<file path="config.mk">
export PLATFORM = sky130hd
export DESIGN_NAME = cpu_top
export DESIGN_NICKNAME = d
export VERILOG_FILES = /design/src/cpu_pkg.sv /design/src/bus_pkg.sv /design/src/cpu_alu.sv /design/src/cpu_regfile.sv /design/src/cpu_ctrl.sv /design/src/bus_handler.sv /design/src/cpu_top.sv
export SDC_FILE = /design/constraint.sdc
export NUM_CORES = 1
export LEC_CHECK = 0
export ABC_AREA = 0
export BUFFER_PORTS_ARGS = -buffer_cell sky130_fd_sc_hd__buf_4
export CAP_MARGIN = 0
export CORE_MARGIN = 5
export CORE_UTILIZATION = 57
export DETAILED_ROUTE_END_ITERATION = 8
export HOLD_SLACK_MARGIN = 0.06
export PLACE_DENSITY = 0.76
export RECOVER_POWER = 100
export SLEW_MARGIN = 15
export SYNTH_ARGS = -nofsm -noshare
export SYNTH_HDL_FRONTEND = slang
export SYNTH_SLANG_ARGS = --single-unit
</file>
<file path="constraint.sdc">
create_clock -name clk -period 4.7 [get_ports clk]
set_input_delay 0.705 -clock clk [delete_from_list [all_inputs] [get_ports clk]]
set_output_delay 0.705 -clock clk [all_outputs]
set_load 0.05 [all_outputs]
</file>
<file path="src/cpu_pkg.sv">
// ==============================
// Core types for the 32-bit CPU. Opcode sits in instr[31:24]
// Codes not listed in opcode_e execute as nop
// ==============================
package cpu_pkg;

  localparam int num_regs = 4;
  localparam int word_w   = 32;

  typedef logic [word_w-1:0]           word_t;
  typedef logic [$clog2(num_regs)-1:0] reg_idx_t;

  // Opcode byte values
  typedef enum logic [7:0] {
    op_nop  = 8'h00,
    op_li   = 8'h01,
    op_add  = 8'h02,
    op_sub  = 8'h03,
    op_and  = 8'h04,
    op_or   = 8'h05,
    op_xor  = 8'h06,
    op_ld   = 8'h07,
    op_st   = 8'h08,
    op_jmp  = 8'h09,
    op_halt = 8'h0f
  } opcode_e;

  // Instruction word, top bit first
  typedef struct packed {
    logic [7:0]  opcode;
    reg_idx_t    rd;
    reg_idx_t    rs;
    reg_idx_t    rt;
    logic [1:0]  spare;  // Must be zero
    logic [15:0] imm;
  } instr_t;

  localparam word_t pc_step = 32'd4;  // Byte addressed, one word per instruction

endpackage

</file>
<file path="src/bus_pkg.sv">
// ==============================
// Pin bus frame: 1 command, 4 address, 4 data beats
// No wait states and no error reporting
// ==============================
package bus_pkg;

  localparam int frame_beats     = 9;
  localparam int beat_cnt_w      = $clog2(frame_beats);
  localparam int addr_first_beat = 1;
  localparam int data_first_beat = 5;

  // Command byte layout, other bits zero
  localparam int cmd_start_bit = 7;
  localparam int cmd_write_bit = 6;

  typedef struct packed {
    logic           valid;  // One cycle strobe
    logic           write;
    cpu_pkg::word_t addr;
    cpu_pkg::word_t wdata;
  } bus_req_t;

  typedef struct packed {
    logic           done;   // Pulses after the last beat
    cpu_pkg::word_t rdata;  // Held until the next request
  } bus_rsp_t;

endpackage

</file>
<file path="src/cpu_alu.sv">
// ==============================
// Combinational ALU, zero for opcodes with no result
// Immediate is always zero-extended
// ==============================
`timescale 1ns/1ps

module cpu_alu (
  input  cpu_pkg::opcode_e op,
  input  cpu_pkg::word_t   a,
  input  cpu_pkg::word_t   b,
  input  logic [15:0]      imm,
  output cpu_pkg::word_t   result
);
  import cpu_pkg::*;

  word_t imm_ext;

  assign imm_ext = word_t'(imm);

  always_comb begin
    case (op)
      op_li:        result = imm_ext;
      op_add:       result = a + b;
      op_sub:       result = a - b;
      op_and:       result = a & b;
      op_or:        result = a | b;
      op_xor:       result = a ^ b;
      op_ld, op_st: result = a + imm_ext;  // Effective address
      default:      result = '0;
    endcase
  end

endmodule

</file>
<file path="src/cpu_regfile.sv">
// ==============================
// Four registers, two async reads
// ==============================
`timescale 1ns/1ps

module cpu_regfile (
  input  logic              clk,
  input  logic              rst,
  input  cpu_pkg::reg_idx_t raddr_a,
  input  cpu_pkg::reg_idx_t raddr_b,
  output cpu_pkg::word_t    rdata_a,
  output cpu_pkg::word_t    rdata_b,
  input  logic              we,
  input  cpu_pkg::reg_idx_t waddr,
  input  cpu_pkg::word_t    wdata
);
  import cpu_pkg::*;

  word_t regs [num_regs];

  assign rdata_a = regs[raddr_a];
  assign rdata_b = regs[raddr_b];

  // Write lands at the clock edge, reads see it the cycle after
  always_ff @(posedge clk) begin
    if (rst) begin
      for (int i = 0; i < num_regs; i++) begin
        regs[i] <= '0;
      end
    end else if (we) begin
      regs[waddr] <= wdata;
    end
  end

endmodule

</file>
<file path="src/cpu_ctrl.sv">
// ==============================
// Multi-cycle control, one instruction at a time
// run is sampled only before a fetch; halt holds until reset
// ==============================
`timescale 1ns/1ps

module cpu_ctrl (
  input  logic              clk,
  input  logic              rst,
  input  logic              run,
  output bus_pkg::bus_req_t bus_req,
  input  bus_pkg::bus_rsp_t bus_rsp,
  output cpu_pkg::reg_idx_t rf_raddr_a,
  output cpu_pkg::reg_idx_t rf_raddr_b,
  input  cpu_pkg::word_t    rf_rdata_a,
  input  cpu_pkg::word_t    rf_rdata_b,
  output logic              rf_we,
  output cpu_pkg::reg_idx_t rf_waddr,
  output cpu_pkg::word_t    rf_wdata,
  output cpu_pkg::opcode_e  alu_op,
  output logic [15:0]       alu_imm,
  input  cpu_pkg::word_t    alu_result
);
  import cpu_pkg::*;
  import bus_pkg::*;

  typedef enum logic [2:0] {
    st_idle,
    st_fetch,
    st_decode,
    st_exec,
    st_mem,
    st_halt
  } state_e;

  state_e   state;
  word_t    pc;
  instr_t   ir;
  opcode_e  op;
  logic     is_store;
  logic     is_mem;
  logic     writes_reg;
  bus_req_t req_q;
  logic     outstanding;  // Frame in flight on the pin bus

  assign op       = opcode_e'(ir.opcode);
  assign is_store = (op == op_st);
  assign is_mem   = (op == op_ld) || is_store;

  always_comb begin
    case (op)
      op_li, op_add, op_sub, op_and, op_or, op_xor: writes_reg = 1'b1;
      default:                                      writes_reg = 1'b0;
    endcase
  end

  assign rf_raddr_a = ir.rs;
  assign rf_raddr_b = ir.rt;  // Also the store data source
  assign rf_waddr   = ir.rd;
  assign alu_op     = op;
  assign alu_imm    = ir.imm;
  assign bus_req    = req_q;

  // Write back ALU results in exec, load data when the frame ends
  assign rf_we    = ((state == st_exec) && writes_reg) ||
                    ((state == st_mem) && bus_rsp.done && (op == op_ld));
  assign rf_wdata = (state == st_mem) ? bus_rsp.rdata : alu_result;

  always_ff @(posedge clk) begin
    if (rst) begin
      state <= st_idle;
      pc    <= '0;
      req_q <= '0;
    end else begin
      req_q.valid <= 1'b0;  // Strobe lasts a single cycle
      case (state)
        st_idle: begin
          if (run) begin
            req_q <= '{valid: 1'b1, write: 1'b0, addr: pc, wdata: '0};
            state <= st_fetch;
          end
        end
        st_fetch: begin
          if (bus_rsp.done) state <= st_decode;
        end
        st_decode: begin
          if (op == op_halt) begin
            state <= st_halt;  // pc keeps the halt address
          end else if (is_mem) begin
            req_q <= '{valid: 1'b1, write: is_store, addr: alu_result, wdata: rf_rdata_b};
            state <= st_mem;
          end else begin
            state <= st_exec;
          end
        end
        st_exec: begin
          pc    <= (op == op_jmp) ? word_t'(ir.imm) : pc + pc_step;
          state <= st_idle;
        end
        st_mem: begin
          if (bus_rsp.done) begin
            pc    <= pc + pc_step;
            state <= st_idle;
          end
        end
        st_halt: state <= st_halt;
        default: state <= st_idle;
      endcase
    end
  end

  // Instruction register
  always_ff @(posedge clk) begin
    if ((state == st_fetch) && bus_rsp.done) ir <= instr_t'(bus_rsp.rdata);
  end

  always_ff @(posedge clk) begin
    if (rst) begin
      outstanding <= 1'b0;
    end else if (req_q.valid) begin
      outstanding <= 1'b1;
    end else if (bus_rsp.done) begin
      outstanding <= 1'b0;
    end
  end

  a_one_frame: assert property (@(posedge clk) disable iff (rst)
    req_q.valid |-> !outstanding)
    else $error("request issued while a frame is outstanding");

endmodule

</file>
<file path="src/bus_handler.sv">
// ==============================
// Nine beat pin frame per request, no back-pressure
// Read bytes must be valid on uio_in during beats 5 to 8
// ==============================
`timescale 1ns/1ps

module bus_handler (
  input  logic              clk,
  input  logic              rst,
  input  bus_pkg::bus_req_t req,
  output bus_pkg::bus_rsp_t rsp,
  output logic [7:0]        uo_out,
  output logic [7:0]        uio_out,
  input  logic [7:0]        uio_in,
  output logic [7:0]        uio_oe
);
  import cpu_pkg::*;
  import bus_pkg::*;

  bus_req_t              cur;  // Request held for the whole frame
  logic                  busy;
  logic [beat_cnt_w-1:0] beat;
  logic [1:0]            byte_idx;
  logic                  in_addr;
  logic                  in_data;
  logic [7:0]            cmd_byte;
  logic                  done_q;
  word_t                 rdata_q;

  // Beats 1..4 and 5..8 both map to bytes 0..3
  assign byte_idx = beat[1:0] - 2'd1;
  assign in_addr  = busy && (beat >= beat_cnt_w'(addr_first_beat)) &&
                    (beat < beat_cnt_w'(data_first_beat));
  assign in_data  = busy && (beat >= beat_cnt_w'(data_first_beat));

  always_comb begin
    cmd_byte                = '0;
    cmd_byte[cmd_start_bit] = 1'b1;
    cmd_byte[cmd_write_bit] = cur.write;
  end

  always_ff @(posedge clk) begin
    if (rst) begin
      busy   <= 1'b0;
      beat   <= '0;
      done_q <= 1'b0;
    end else begin
      done_q <= 1'b0;
      if (!busy) begin
        if (req.valid) begin
          busy <= 1'b1;
          beat <= '0;
        end
      end else if (beat == beat_cnt_w'(frame_beats - 1)) begin
        busy   <= 1'b0;
        done_q <= 1'b1;
      end else begin
        beat <= beat + 1'b1;
      end
    end
  end

  always_ff @(posedge clk) begin
    if (!busy && req.valid) cur <= req;
    if (in_data && !cur.write) rdata_q <= {uio_in, rdata_q[31:8]};  // LSB arrives first
  end

  assign rsp = '{done: done_q, rdata: rdata_q};

  // Pins rest at zero between frames
  always_comb begin
    uo_out  = '0;
    uio_out = '0;
    uio_oe  = '0;
    if (busy && (beat == '0)) begin
      uo_out = cmd_byte;
    end else if (in_addr) begin
      uo_out = cur.addr[8*byte_idx +: 8];
    end
    if (in_data && cur.write) begin
      uio_out = cur.wdata[8*byte_idx +: 8];
      uio_oe  = '1;
    end
  end

  a_req_idle: assert property (@(posedge clk) disable iff (rst)
    req.valid |-> !busy)
    else $error("bus request while a frame is running");

  a_oe_whole: assert property (@(posedge clk) disable iff (rst)
    uio_oe inside {8'h00, 8'hff})
    else $error("uio_oe split between input and output");

endmodule

</file>
<file path="src/cpu_top.sv">
// ==============================
// Tile top with ui_in[0] as the run level
// Memory is external on the pin bus
// ==============================
`timescale 1ns/1ps

module cpu_top (
  input  logic       clk,
  input  logic       rst,
  input  logic       ena,
  input  logic [7:0] ui_in,
  output logic [7:0] uo_out,
  input  logic [7:0] uio_in,
  output logic [7:0] uio_out,
  output logic [7:0] uio_oe
);
  import cpu_pkg::*;
  import bus_pkg::*;

  bus_req_t    bus_req;
  bus_rsp_t    bus_rsp;
  reg_idx_t    rf_raddr_a;
  reg_idx_t    rf_raddr_b;
  word_t       rf_rdata_a;
  word_t       rf_rdata_b;
  logic        rf_we;
  reg_idx_t    rf_waddr;
  word_t       rf_wdata;
  opcode_e     alu_op;
  logic [15:0] alu_imm;
  word_t       alu_result;
  logic        run;
  logic        unused_inputs;

  assign run           = ui_in[0];
  assign unused_inputs = &{ena, ui_in[7:1]};

  cpu_ctrl u_ctrl (
    .clk        (clk),
    .rst        (rst),
    .run        (run),
    .bus_req    (bus_req),
    .bus_rsp    (bus_rsp),
    .rf_raddr_a (rf_raddr_a),
    .rf_raddr_b (rf_raddr_b),
    .rf_rdata_a (rf_rdata_a),
    .rf_rdata_b (rf_rdata_b),
    .rf_we      (rf_we),
    .rf_waddr   (rf_waddr),
    .rf_wdata   (rf_wdata),
    .alu_op     (alu_op),
    .alu_imm    (alu_imm),
    .alu_result (alu_result)
  );

  cpu_regfile u_regfile (
    .clk     (clk),
    .rst     (rst),
    .raddr_a (rf_raddr_a),
    .raddr_b (rf_raddr_b),
    .rdata_a (rf_rdata_a),
    .rdata_b (rf_rdata_b),
    .we      (rf_we),
    .waddr   (rf_waddr),
    .wdata   (rf_wdata)
  );

  cpu_alu u_alu (
    .op     (alu_op),
    .a      (rf_rdata_a),
    .b      (rf_rdata_b),
    .imm    (alu_imm),
    .result (alu_result)
  );

  bus_handler u_bus (
    .clk     (clk),
    .rst     (rst),
    .req     (bus_req),
    .rsp     (bus_rsp),
    .uo_out  (uo_out),
    .uio_out (uio_out),
    .uio_in  (uio_in),
    .uio_oe  (uio_oe)
  );

endmodule

</file>
==> results.md, run 1 <==
- The number of H-tree branching levels is 2.
- The setup path with the least slack is of type reg2reg.
- Counting every sink on the clock net gives 366.
- The smallest clock period supported by the final layout is computed as slightly below 5000 ps.
- Timing would allow up to 208 MHz.
- The detail route stage leaves a number of antenna-violating nets equal to 0.
- The worst slack at placement is -368 ps.
- The longest clock path from root to sink contains 3 buffers.
- The number of standard cells in the layout, taps in and fillers out is 2,638.
- After detailed routing, the average wire length per cell comes to 24.2 um.
- Across the VDD grid, the largest voltage drop is 314 uV.
- The number of design-rule violations left by the first detailed-router iteration is 2,371.
- The buffer cell driving the clock tree root is sky130_fd_sc_hd__clkbuf_16.
- Among all cell types in the netlist, the one instantiated most often is sky130_fd_sc_hd__edfxtp_1.
- The cell count after placement is 2,527.
- The highest layer touched by signal routing is met5.
- The post-synthesis cell area is 20,600 um2.
- The wire length after detailed routing is 63,800 um.
- The final reports fail on capacitance limit, slew limit, setup timing.
- For this run the aggregate overflow at the end of global routing stands at 0.
- The tightest slew margin relative to the limit is -70.9%.
- In this run the worst hold path is classified as in2reg.
- The initial utilization of the core area, before any placement, comes to 57.8%.
- The count of warnings emitted by yosys is 0.
- TritonCTS built the clock tree.
- The half-perimeter wire length of the detailed placement result is 44,400 um.
- Summing over every cut layer, the via total after detailed routing is 17,000.
- The number of top-level pins is between 40 and 50.
- The die height is roughly 200 um.
- The count of final max-slew check failures is between 200 and 250.
- The setup slack after layout is -109 ps.
- For this run, the register share of the synthesized area comes to 48.0%.
- The die covers about 40,000 um2.
- The via count of the first global-routing pass was approximately 16,000.
- Counting flops with an async set or reset pin after synthesis yields a share of 0%.
- The number of buffers added by the clock tree synthesis step is 37.
- After clock tree synthesis, the clock-pin slew on the worst setup and hold paths is 60 ps.
- The most used flip-flop cell after synthesis is sky130_fd_sc_hd__edfxtp_1.
- The initial antenna violation count was 1.
- Port buffering added 34 buffers.
- The overall routing resource usage is a little under a third.
- The average cell area after synthesis is 10.7 um2.
- The netlist uses 78 different library cells.
- The number of placement rows is 69.
- The area taken by flip-flops and latches is 9880 um2.
- The placer's final routability congestion estimate is approximately 0.95.
- The detailed route wirelength on metal3 is 6910 um.
- Setup repair after global routing could not meet its margin everywhere.
- In this run the power density over the cells is 284 nW/um2.
- 0 antenna diodes ended up in the layout.
- Counting every net in the synthesized netlist gives 2,052.
- The worst slack on hold paths is 369 ps.
- Between clock sinks in the finished design, the worst skew comes to 22.7 ps.
- Of the available clock period, the critical path in the final layout requires 102%.
- The critical path data required time is 5100 ps.
- The final setup violation count is 28.
- The run finished, with violations left.
- The synthesized design devotes to its leading area cell type ~37% of total area.
- The die outline width is 200 um.
- The commonest cells after synthesis are 255 x sky130_fd_sc_hd__edfxtp_1, 181 x sky130_fd_sc_hd__nor2_1, 147 x sky130_fd_sc_hd__nand2_1.
- The area growth from synthesis to layout is 22.0%.
- For this design, the CTS-stage hold fixing added 0 buffers.
- For this run, design rule violations remaining after detail routing come to 0.
- The largest net degree at the start of global routing is between 50 and 60.
- For the pin with the worst max-slew slack, the measured transition is 2560 ps.
- In the final design database the tool counted 2,270 nets.
- The clock reaches the later pin of the worst-skew pair after 540 ps.
- The share of post-route cells with drive strength above 1 is 26.2%.
- In this run the worst path has a maximum fanout of 7.
- The total area inside the core boundary comes to 35,600 um2.
- The data arrival at the endpoint of the critical path is 5210 ps.
- The worst setup path is captured at a flop.
- The post-synthesis cell type with the largest combined area is sky130_fd_sc_hd__edfxtp_1.
- The number of detailed-routing iterations run before antenna repair is 6.
- The post-synthesis instance total is between 1,500 and 2,000.
- The number of hold-slack violations in the final timing report was 0.
- The post-route met1 wirelength is 24,600 um.
- In this run, synthesis inferred approximately 260 flip-flops with an integrated enable.
- The max capacitance violation total is 7.
- The startpoint class of the critical path is a flop.
- The number of fillers in the final layout is 2,489.
- In the final layout, the multi-input gates occupy between 10,000 and 15,000 um2.
- Counting flops and latches in the post-synthesis netlist gives 366.
- The routed design uses 29,800 um of met2 wire.
- The wire length of the first global-routing pass is 94,700 um.
- Yosys attributes the largest share of cell area to sky130_fd_sc_hd__edfxtp_1 37%, sky130_fd_sc_hd__dfxtp_1 11%, sky130_fd_sc_hd__mux4_2 8.8%, sky130_fd_sc_hd__ha_1 6.2%, sky130_fd_sc_hd__a21oi_1 3.4%.
- Summed over all failing endpoints, the final setup total negative slack is -1630 ps.
- For this design the static power due to leakage is 9.52 nW.
- The routed via count divided by cell count is 6.45.
[power by group]
part           leakage [nW]  internal [W]  total, W  switching, W
clock network         0.597       0.00180   0.00300       0.00121
logic                  5.53      0.000256  0.000601      0.000345
registers              3.39       0.00349   0.00353     0.0000371
total                  9.52       0.00555   0.00714       0.00159
[worst max-delay path, cell delays in order, from the launching register on]
cell and delay, ps:
sky130_fd_sc_hd__dfxtp_4 370, sky130_fd_sc_hd__buf_12 130, sky130_fd_sc_hd__mux4_2 550, sky130_fd_sc_hd__buf_6 150, sky130_fd_sc_hd__nor4_4 240, sky130_fd_sc_hd__buf_4 180
sky130_fd_sc_hd__buf_4 100, sky130_fd_sc_hd__a21o_1 100, sky130_fd_sc_hd__nand2_1 50, sky130_fd_sc_hd__o21ai_1 160, sky130_fd_sc_hd__ha_1 280, sky130_fd_sc_hd__o21a_1 190
sky130_fd_sc_hd__o21ai_2 160, sky130_fd_sc_hd__and2_1 170, sky130_fd_sc_hd__a2111oi_1 60, sky130_fd_sc_hd__buf_4 150, sky130_fd_sc_hd__or4_4 520, sky130_fd_sc_hd__nor4b_4 150
sky130_fd_sc_hd__buf_4 140, sky130_fd_sc_hd__or4_4 490, sky130_fd_sc_hd__nand3_4 140, sky130_fd_sc_hd__and3b_1 180
[area by class of cell]
| class | count | area share [%] |
|---|---|---|
| clock buffers | 49 | 4.04 |
| clock inverters | 19 | 0.882 |
| inverters | 112 | 1.68 |
| multi-input cells | 1322 | 42.0 |
| flip-flops and latches | 366 | 39.4 |
| well taps | 461 | 2.30 |
| repair buffers | 309 | 9.76 |
[cell usage in the layout (no fill, tap or decap), types with 9 or more instances in the layout]
cell type	n
sky130_fd_sc_hd__xnor2_1	25
sky130_fd_sc_hd__edfxtp_1	255
sky130_fd_sc_hd__a21oi_2	13
sky130_fd_sc_hd__nor3_1	37
sky130_fd_sc_hd__a21oi_1	125
sky130_fd_sc_hd__a21o_1	17
sky130_fd_sc_hd__o21ai_1	9
sky130_fd_sc_hd__nor2_1	170
sky130_fd_sc_hd__o211ai_1	26
sky130_fd_sc_hd__mux4_2	80
sky130_fd_sc_hd__nand4_1	11
sky130_fd_sc_hd__inv_1	109
sky130_fd_sc_hd__dfxtp_1	109
sky130_fd_sc_hd__clkbuf_1	16
sky130_fd_sc_hd__or3_1	13
sky130_fd_sc_hd__mux2i_1	46
sky130_fd_sc_hd__o21ai_0	64
sky130_fd_sc_hd__clkbuf_16	39
sky130_fd_sc_hd__nand2b_1	29
sky130_fd_sc_hd__a22oi_1	41
sky130_fd_sc_hd__o21a_1	12
sky130_fd_sc_hd__buf_6	15
sky130_fd_sc_hd__o21ai_2	9
sky130_fd_sc_hd__nand3_1	60
sky130_fd_sc_hd__o22ai_1	30
sky130_fd_sc_hd__buf_4	270
sky130_fd_sc_hd__xor2_1	12
sky130_fd_sc_hd__nand2_1	142
sky130_fd_sc_hd__ha_1	94
sky130_fd_sc_hd__and3_1	29
sky130_fd_sc_hd__nor2b_1	18
[logic make-up (layout without fill, tap and decap cells)]
| family | Yosys count | after routing | share of synthesized area, % |
|---|---|---|---|
| and+or+nand+nor | 606 | 606 | 14.3 |
| AOI/OAI and AO/OA | 440 | 440 | 13.6 |
| DFF | 366 | 366 | 48.0 |
| buffers and inverters | 242 | 489 | 4.70 |
| muxes | 131 | 131 | 11.3 |
| adders and majority gates | 103 | 103 | 6.30 |
| xor gates and xnor gates | 42 | 42 | 1.79 |
[worst paths after layout]
| path | from | end | slack, ps | cells after the start |
|---|---|---|---|---|
| max | flop | u_regfile.regs[1][24] | -110 | 21 |
| min | uio_in[5] | u_bus.rdata_q[29] | 370 | 1 |
| max reg2reg | flop | u_regfile.regs[1][24] | -110 | 21 |
| min reg2reg | u_ctrl.bus_req[13] | u_bus.cur[13] | 430 | 0 |
[repair_timing]
item / in CTS / in global routing
setup endpoints to repair: 64 / 84
gates resized for setup: 71 / 123
pin swaps: 34 / 70
gates cloned: 0 / 0
setup buffers: 14 / 30
[state kept, by name, summed over array words and instances, names as in the netlist, named ones only]
register / count
u_regfile.regs: 128
u_ctrl.bus_req: 66
u_bus.cur: 64
u_bus.rdata_q: 32
u_ctrl.pc: 32
u_ctrl.alu_imm: 16
u_ctrl.alu_op: 8
u_bus.beat: 4
u_ctrl.state: 3
u_ctrl.rf_raddr_a: 2
u_ctrl.rf_raddr_b: 2
u_ctrl.rf_waddr: 2
u_bus.busy: 1
u_bus.cmd_byte: 1
u_bus.done_q: 1
[through the flow]
stage | cell area, um2 | util [%] | total power, W
floorplan | 20600 | - | 0.00391
global placement | 22700 | 63.9 | 0.00410
detailed placement | 22700 | 63.9 | 0.00412
CTS | 24400 | 68.5 | 0.00710
global route | 25100 | 70.6 | 0.00734
finish | 25100 | 70.6 | 0.00714
[metal layers]
layer  GRT usage (%)  vias to the layer above
li1                -                     7622
met1            43.6                     8217
met2            49.4                     1041
met3            5.91                      146
met4            11.5                        2
met5               0                        -
No activity file was read; power rests on OpenSTA's default activity.
==> run 2, diff against run 1 <==
SKIP_LAST_GASP = 1   (was not set)
TNS_END_PERCENT = 20   (was not set)
==> results.md, run 2 (synthesis results as in run 1) <==
- The time the worst path needs with I/O delays and setup is 4800 ps.
- The power density relative to cell area is 278 nW/um2.
- The worst slack on hold paths is ~380 ps.
- The global route total overflow is 0.
- The register with the most flip-flops in the layout has 128 of them.
- The share of post-route cells with drive strength above 1 is 25.0%.
- The category of cells accounting for the largest share of critical-path delay is compound AO/OA/AOI/OAI gates.
- On the worst path, the slowest cell contributes a delay of 580 ps.
- By startpoint and endpoint, the worst setup path is classified as reg2reg.
- The count of final max-slew check failures is 164.
- For this run, design rule violations remaining after detail routing come to 0.
- The routed via count divided by cell count is 6.46.
- The clock network burns 40.4% of the power.
- For this run, the post-layout net count is 2,271.
- The maximum vdd drop is between 200 and 300 uV.
- In this run the standard cell core region covers 35,600 um2.
- The critical path contains buffers and inverters numbering 5 combined.
- In this run the worst hold path is classified as in2reg.
- Row generation in the floorplan step produced between 60 and 70 rows.
- The critical path data required time is 4960 ps.
- The congestion estimate from routability-driven global placement came to ~0.93.
- Summed over all nets, the half-perimeter wirelength after detailed placement is 45,500 um.
- The number of top-level pins is between 40 and 50.
- From synthesis to final layout, the design area changed by 20.6%.
- Clock tree synthesis inserted a total of 37 buffers.
- From bottom edge to top edge, the die measures roughly 200 um.
- In the layout the commonest cells are 282 x sky130_fd_sc_hd__buf_4, 255 x sky130_fd_sc_hd__edfxtp_1, 172 x sky130_fd_sc_hd__nor2_1.
- In this run the static leakage power is roughly 9.4 nW.
- The register containing the most flip-flops in the final layout is u_regfile.regs.
- In this run, post-CTS hold repair placed 0 buffers.
- The wire length after detailed routing is 65,000 um.
- STA puts the critical path data arrival time at 5050 ps.
- The detailed router put a total of roughly 26,000 um of wire on met1.
- The setup slack after layout is -96.4 ps.
- The fmax is 208 MHz.
- The number of detailed-routing iterations run before antenna repair is 6.
- The largest net degree at the start of global routing is 84.
- The number of port buffers is 34.
- STA classifies the critical path startpoint as a flop.
- The tightest slew margin relative to the limit is -131%.
- Setup repair after global routing could not meet its margin everywhere.
- The worst-case clock buffer depth is 3.
- The detailed-routed wire length on met2 is 30,200 um.
- The die is roughly 200 um wide.
- Once the floorplan was initialized, standard cells occupied 57.8% of the core.
- The tree is rooted in a sky130_fd_sc_hd__clkbuf_16.
- Summed over all nets, the switching power comes to approximately 0.0016 W.
- The number of hold-slack violations in the final timing report is 0.
- The final clock period utilization by the worst path is 102%.
- The routed via count is between 15,000 and 20,000.
- Walking the worst path, the cells encountered are buf_12, mux4_2, nor4_4, buf_4, and3_4, nand3_2, xnor2_1, o21ai_1, ha_2, nand4_1, a211oi_2, o21ai_1, buf_4, a211oi_4, buf_4, o21ai_4, mux2_4, o31ai_4, buf_6, nor3_1.
- Registers are responsible for about half of the overall power.
- The clock skew is roughly 22 ps.
- In this run the number of H-tree levels came out at 2.
- Setup violations remaining at the end of the flow were counted as 37.
- The detailed route wirelength on metal3 is approximately 6500 um.
- The flow ran to the end, but the final reports show violations.
- The total die area is roughly 40,000 um2.
- The transition time of the tightest slew-check pin is 3450 ps.
- The cell with the biggest individual delay on the critical path is sky130_fd_sc_hd__mux4_2.
- The clock network latency to the later pin of the worst-skew pair is 530 ps.
- By instance count, the cell type seen most on the critical path is sky130_fd_sc_hd__buf_4.
- Clock tree synthesis found a total of ~370 sinks.
- Signal routing reaches up to met4.
- The antenna diode count is 0.
- Net switching is 22.9% of the power.
- TritonCTS built the clock tree.
- The library cell used most frequently in the layout, excluding fill and tap cells, is sky130_fd_sc_hd__buf_4.
- The routed length per placed instance is around 25 um.
- The tool flagged a number of max-cap violations equal to 3.
- For this block, the initial DRC count from the detailed router was about 2,500.
- The final reports fail on capacitance limit, slew limit, setup timing.
- Clock-pin slew was measured on the worst setup and hold paths at 60 ps.
- The via count of the first global-routing pass is 16,300.
- The initial antenna violation count is 1.
- The combinational share of power is 8.5%.
- The wire length of the first global-routing pass is 97,400 um.
- Summing internal, switching and leakage power gives 0.00691 W.
- In this run the worst path has a maximum fanout of 7.
- Across every metal layer, demand over resource in global routing totals 32.0%.
- Cells fill between 60% and 70% of the core in the end.
- The internal power consumption is 0.00532 W.
- Once detail routing completed, the nets flagged for antenna violations numbered 0.
- The worst setup path is captured at a flop.
-- run 2: cell types whose count changed in the layout (fill, tap and decap cells not counted), sizes merged --
cell | before | now
clkinv | 12 | 9
buf | 293 | 300
bufinv | 5 | 0
clkbuf | 65 | 66
-- run 2: layout make-up --
class | instances | area (um2)
Timing Repair Buffer | 310 | 2440
Inverter | 112 | 420
Sequential cell | 366 | 9880
Tap cell | 461 | 577
Multi-Input combinational cell | 1322 | 10400
Fill cell | 2560 | 10800
Clock buffer | 56 | 1070
Clock inverter | 11 | 63.8
-- run 2: worst reg2reg max path: stages (launching register included) --
cell                       delay, ps
sky130_fd_sc_hd__dfxtp_4         390
sky130_fd_sc_hd__buf_12          140
sky130_fd_sc_hd__mux4_2          580
sky130_fd_sc_hd__nor4_4          320
sky130_fd_sc_hd__buf_4           180
sky130_fd_sc_hd__and3_4          210
sky130_fd_sc_hd__nand3_2          80
sky130_fd_sc_hd__xnor2_1         140
sky130_fd_sc_hd__o21ai_1         100
sky130_fd_sc_hd__ha_2            410
sky130_fd_sc_hd__nand4_1         190
sky130_fd_sc_hd__a211oi_2        220
sky130_fd_sc_hd__o21ai_1          90
sky130_fd_sc_hd__buf_4           160
sky130_fd_sc_hd__a211oi_4        340
sky130_fd_sc_hd__buf_4           190
sky130_fd_sc_hd__o21ai_4          60
sky130_fd_sc_hd__mux2_4          330
sky130_fd_sc_hd__o31ai_4         210
sky130_fd_sc_hd__buf_6           140
sky130_fd_sc_hd__nor3_1           40
-- run 2: stage by stage --
| stage | worst slack, ps | cell area [um2] | setup TNS [ps] | cells |
|---|---|---|---|---|
| CTS | -52.5 | 24400 | -830 | 2619 |
| floorplan | -8.77 | 20600 | -26.3 | 1930 |
| detailed placement | -382 | 22700 | -10740 | 2531 |
| finish | -96.4 | 24800 | -1500 | 2638 |
| global route | -264 | 24800 | -13820 | 2638 |
| global placement | -418 | 22700 | -7960 | 2531 |
-- run 2: power by group through the flow --
stage               Clock [W]  Combinational [W]  Sequential [W]
floorplan                   0           0.000332         0.00358
global placement            0           0.000515         0.00359
detailed placement          0           0.000526         0.00360
CTS                   0.00279           0.000555         0.00353
global route          0.00293           0.000630         0.00353
finish                0.00279           0.000588         0.00353
-- run 2: repair_timing --
item | CTS | global route
gates resized for setup | 71 | 80
gates cloned | 1 | 0
endpoints found under the setup margin | 73 | 90
buffers inserted | 20 | 19
pin swaps | 30 | 66
-- run 2: final timing paths --
| path | startpoint | to | slack, ps | cells past startpoint |
|---|---|---|---|---|
| setup / recovery | flop | u_regfile.regs[0][22] | -100 | 20 |
| hold / removal | uio_in[5] | u_bus.rdata_q[29] | 380 | 1 |
| setup reg to reg | flop | u_regfile.regs[0][22] | -100 | 20 |
| hold reg to reg | u_ctrl.bus_req[3] | u_bus.cur[3] | 420 | 0 |
-- run 2: metal layers --
layer,GRT usage [%],vias up
met4,10.3,0
met2,50.8,987
met3,5.77,140
met1,45.3,8319
met5,0,-
li1,-,7605
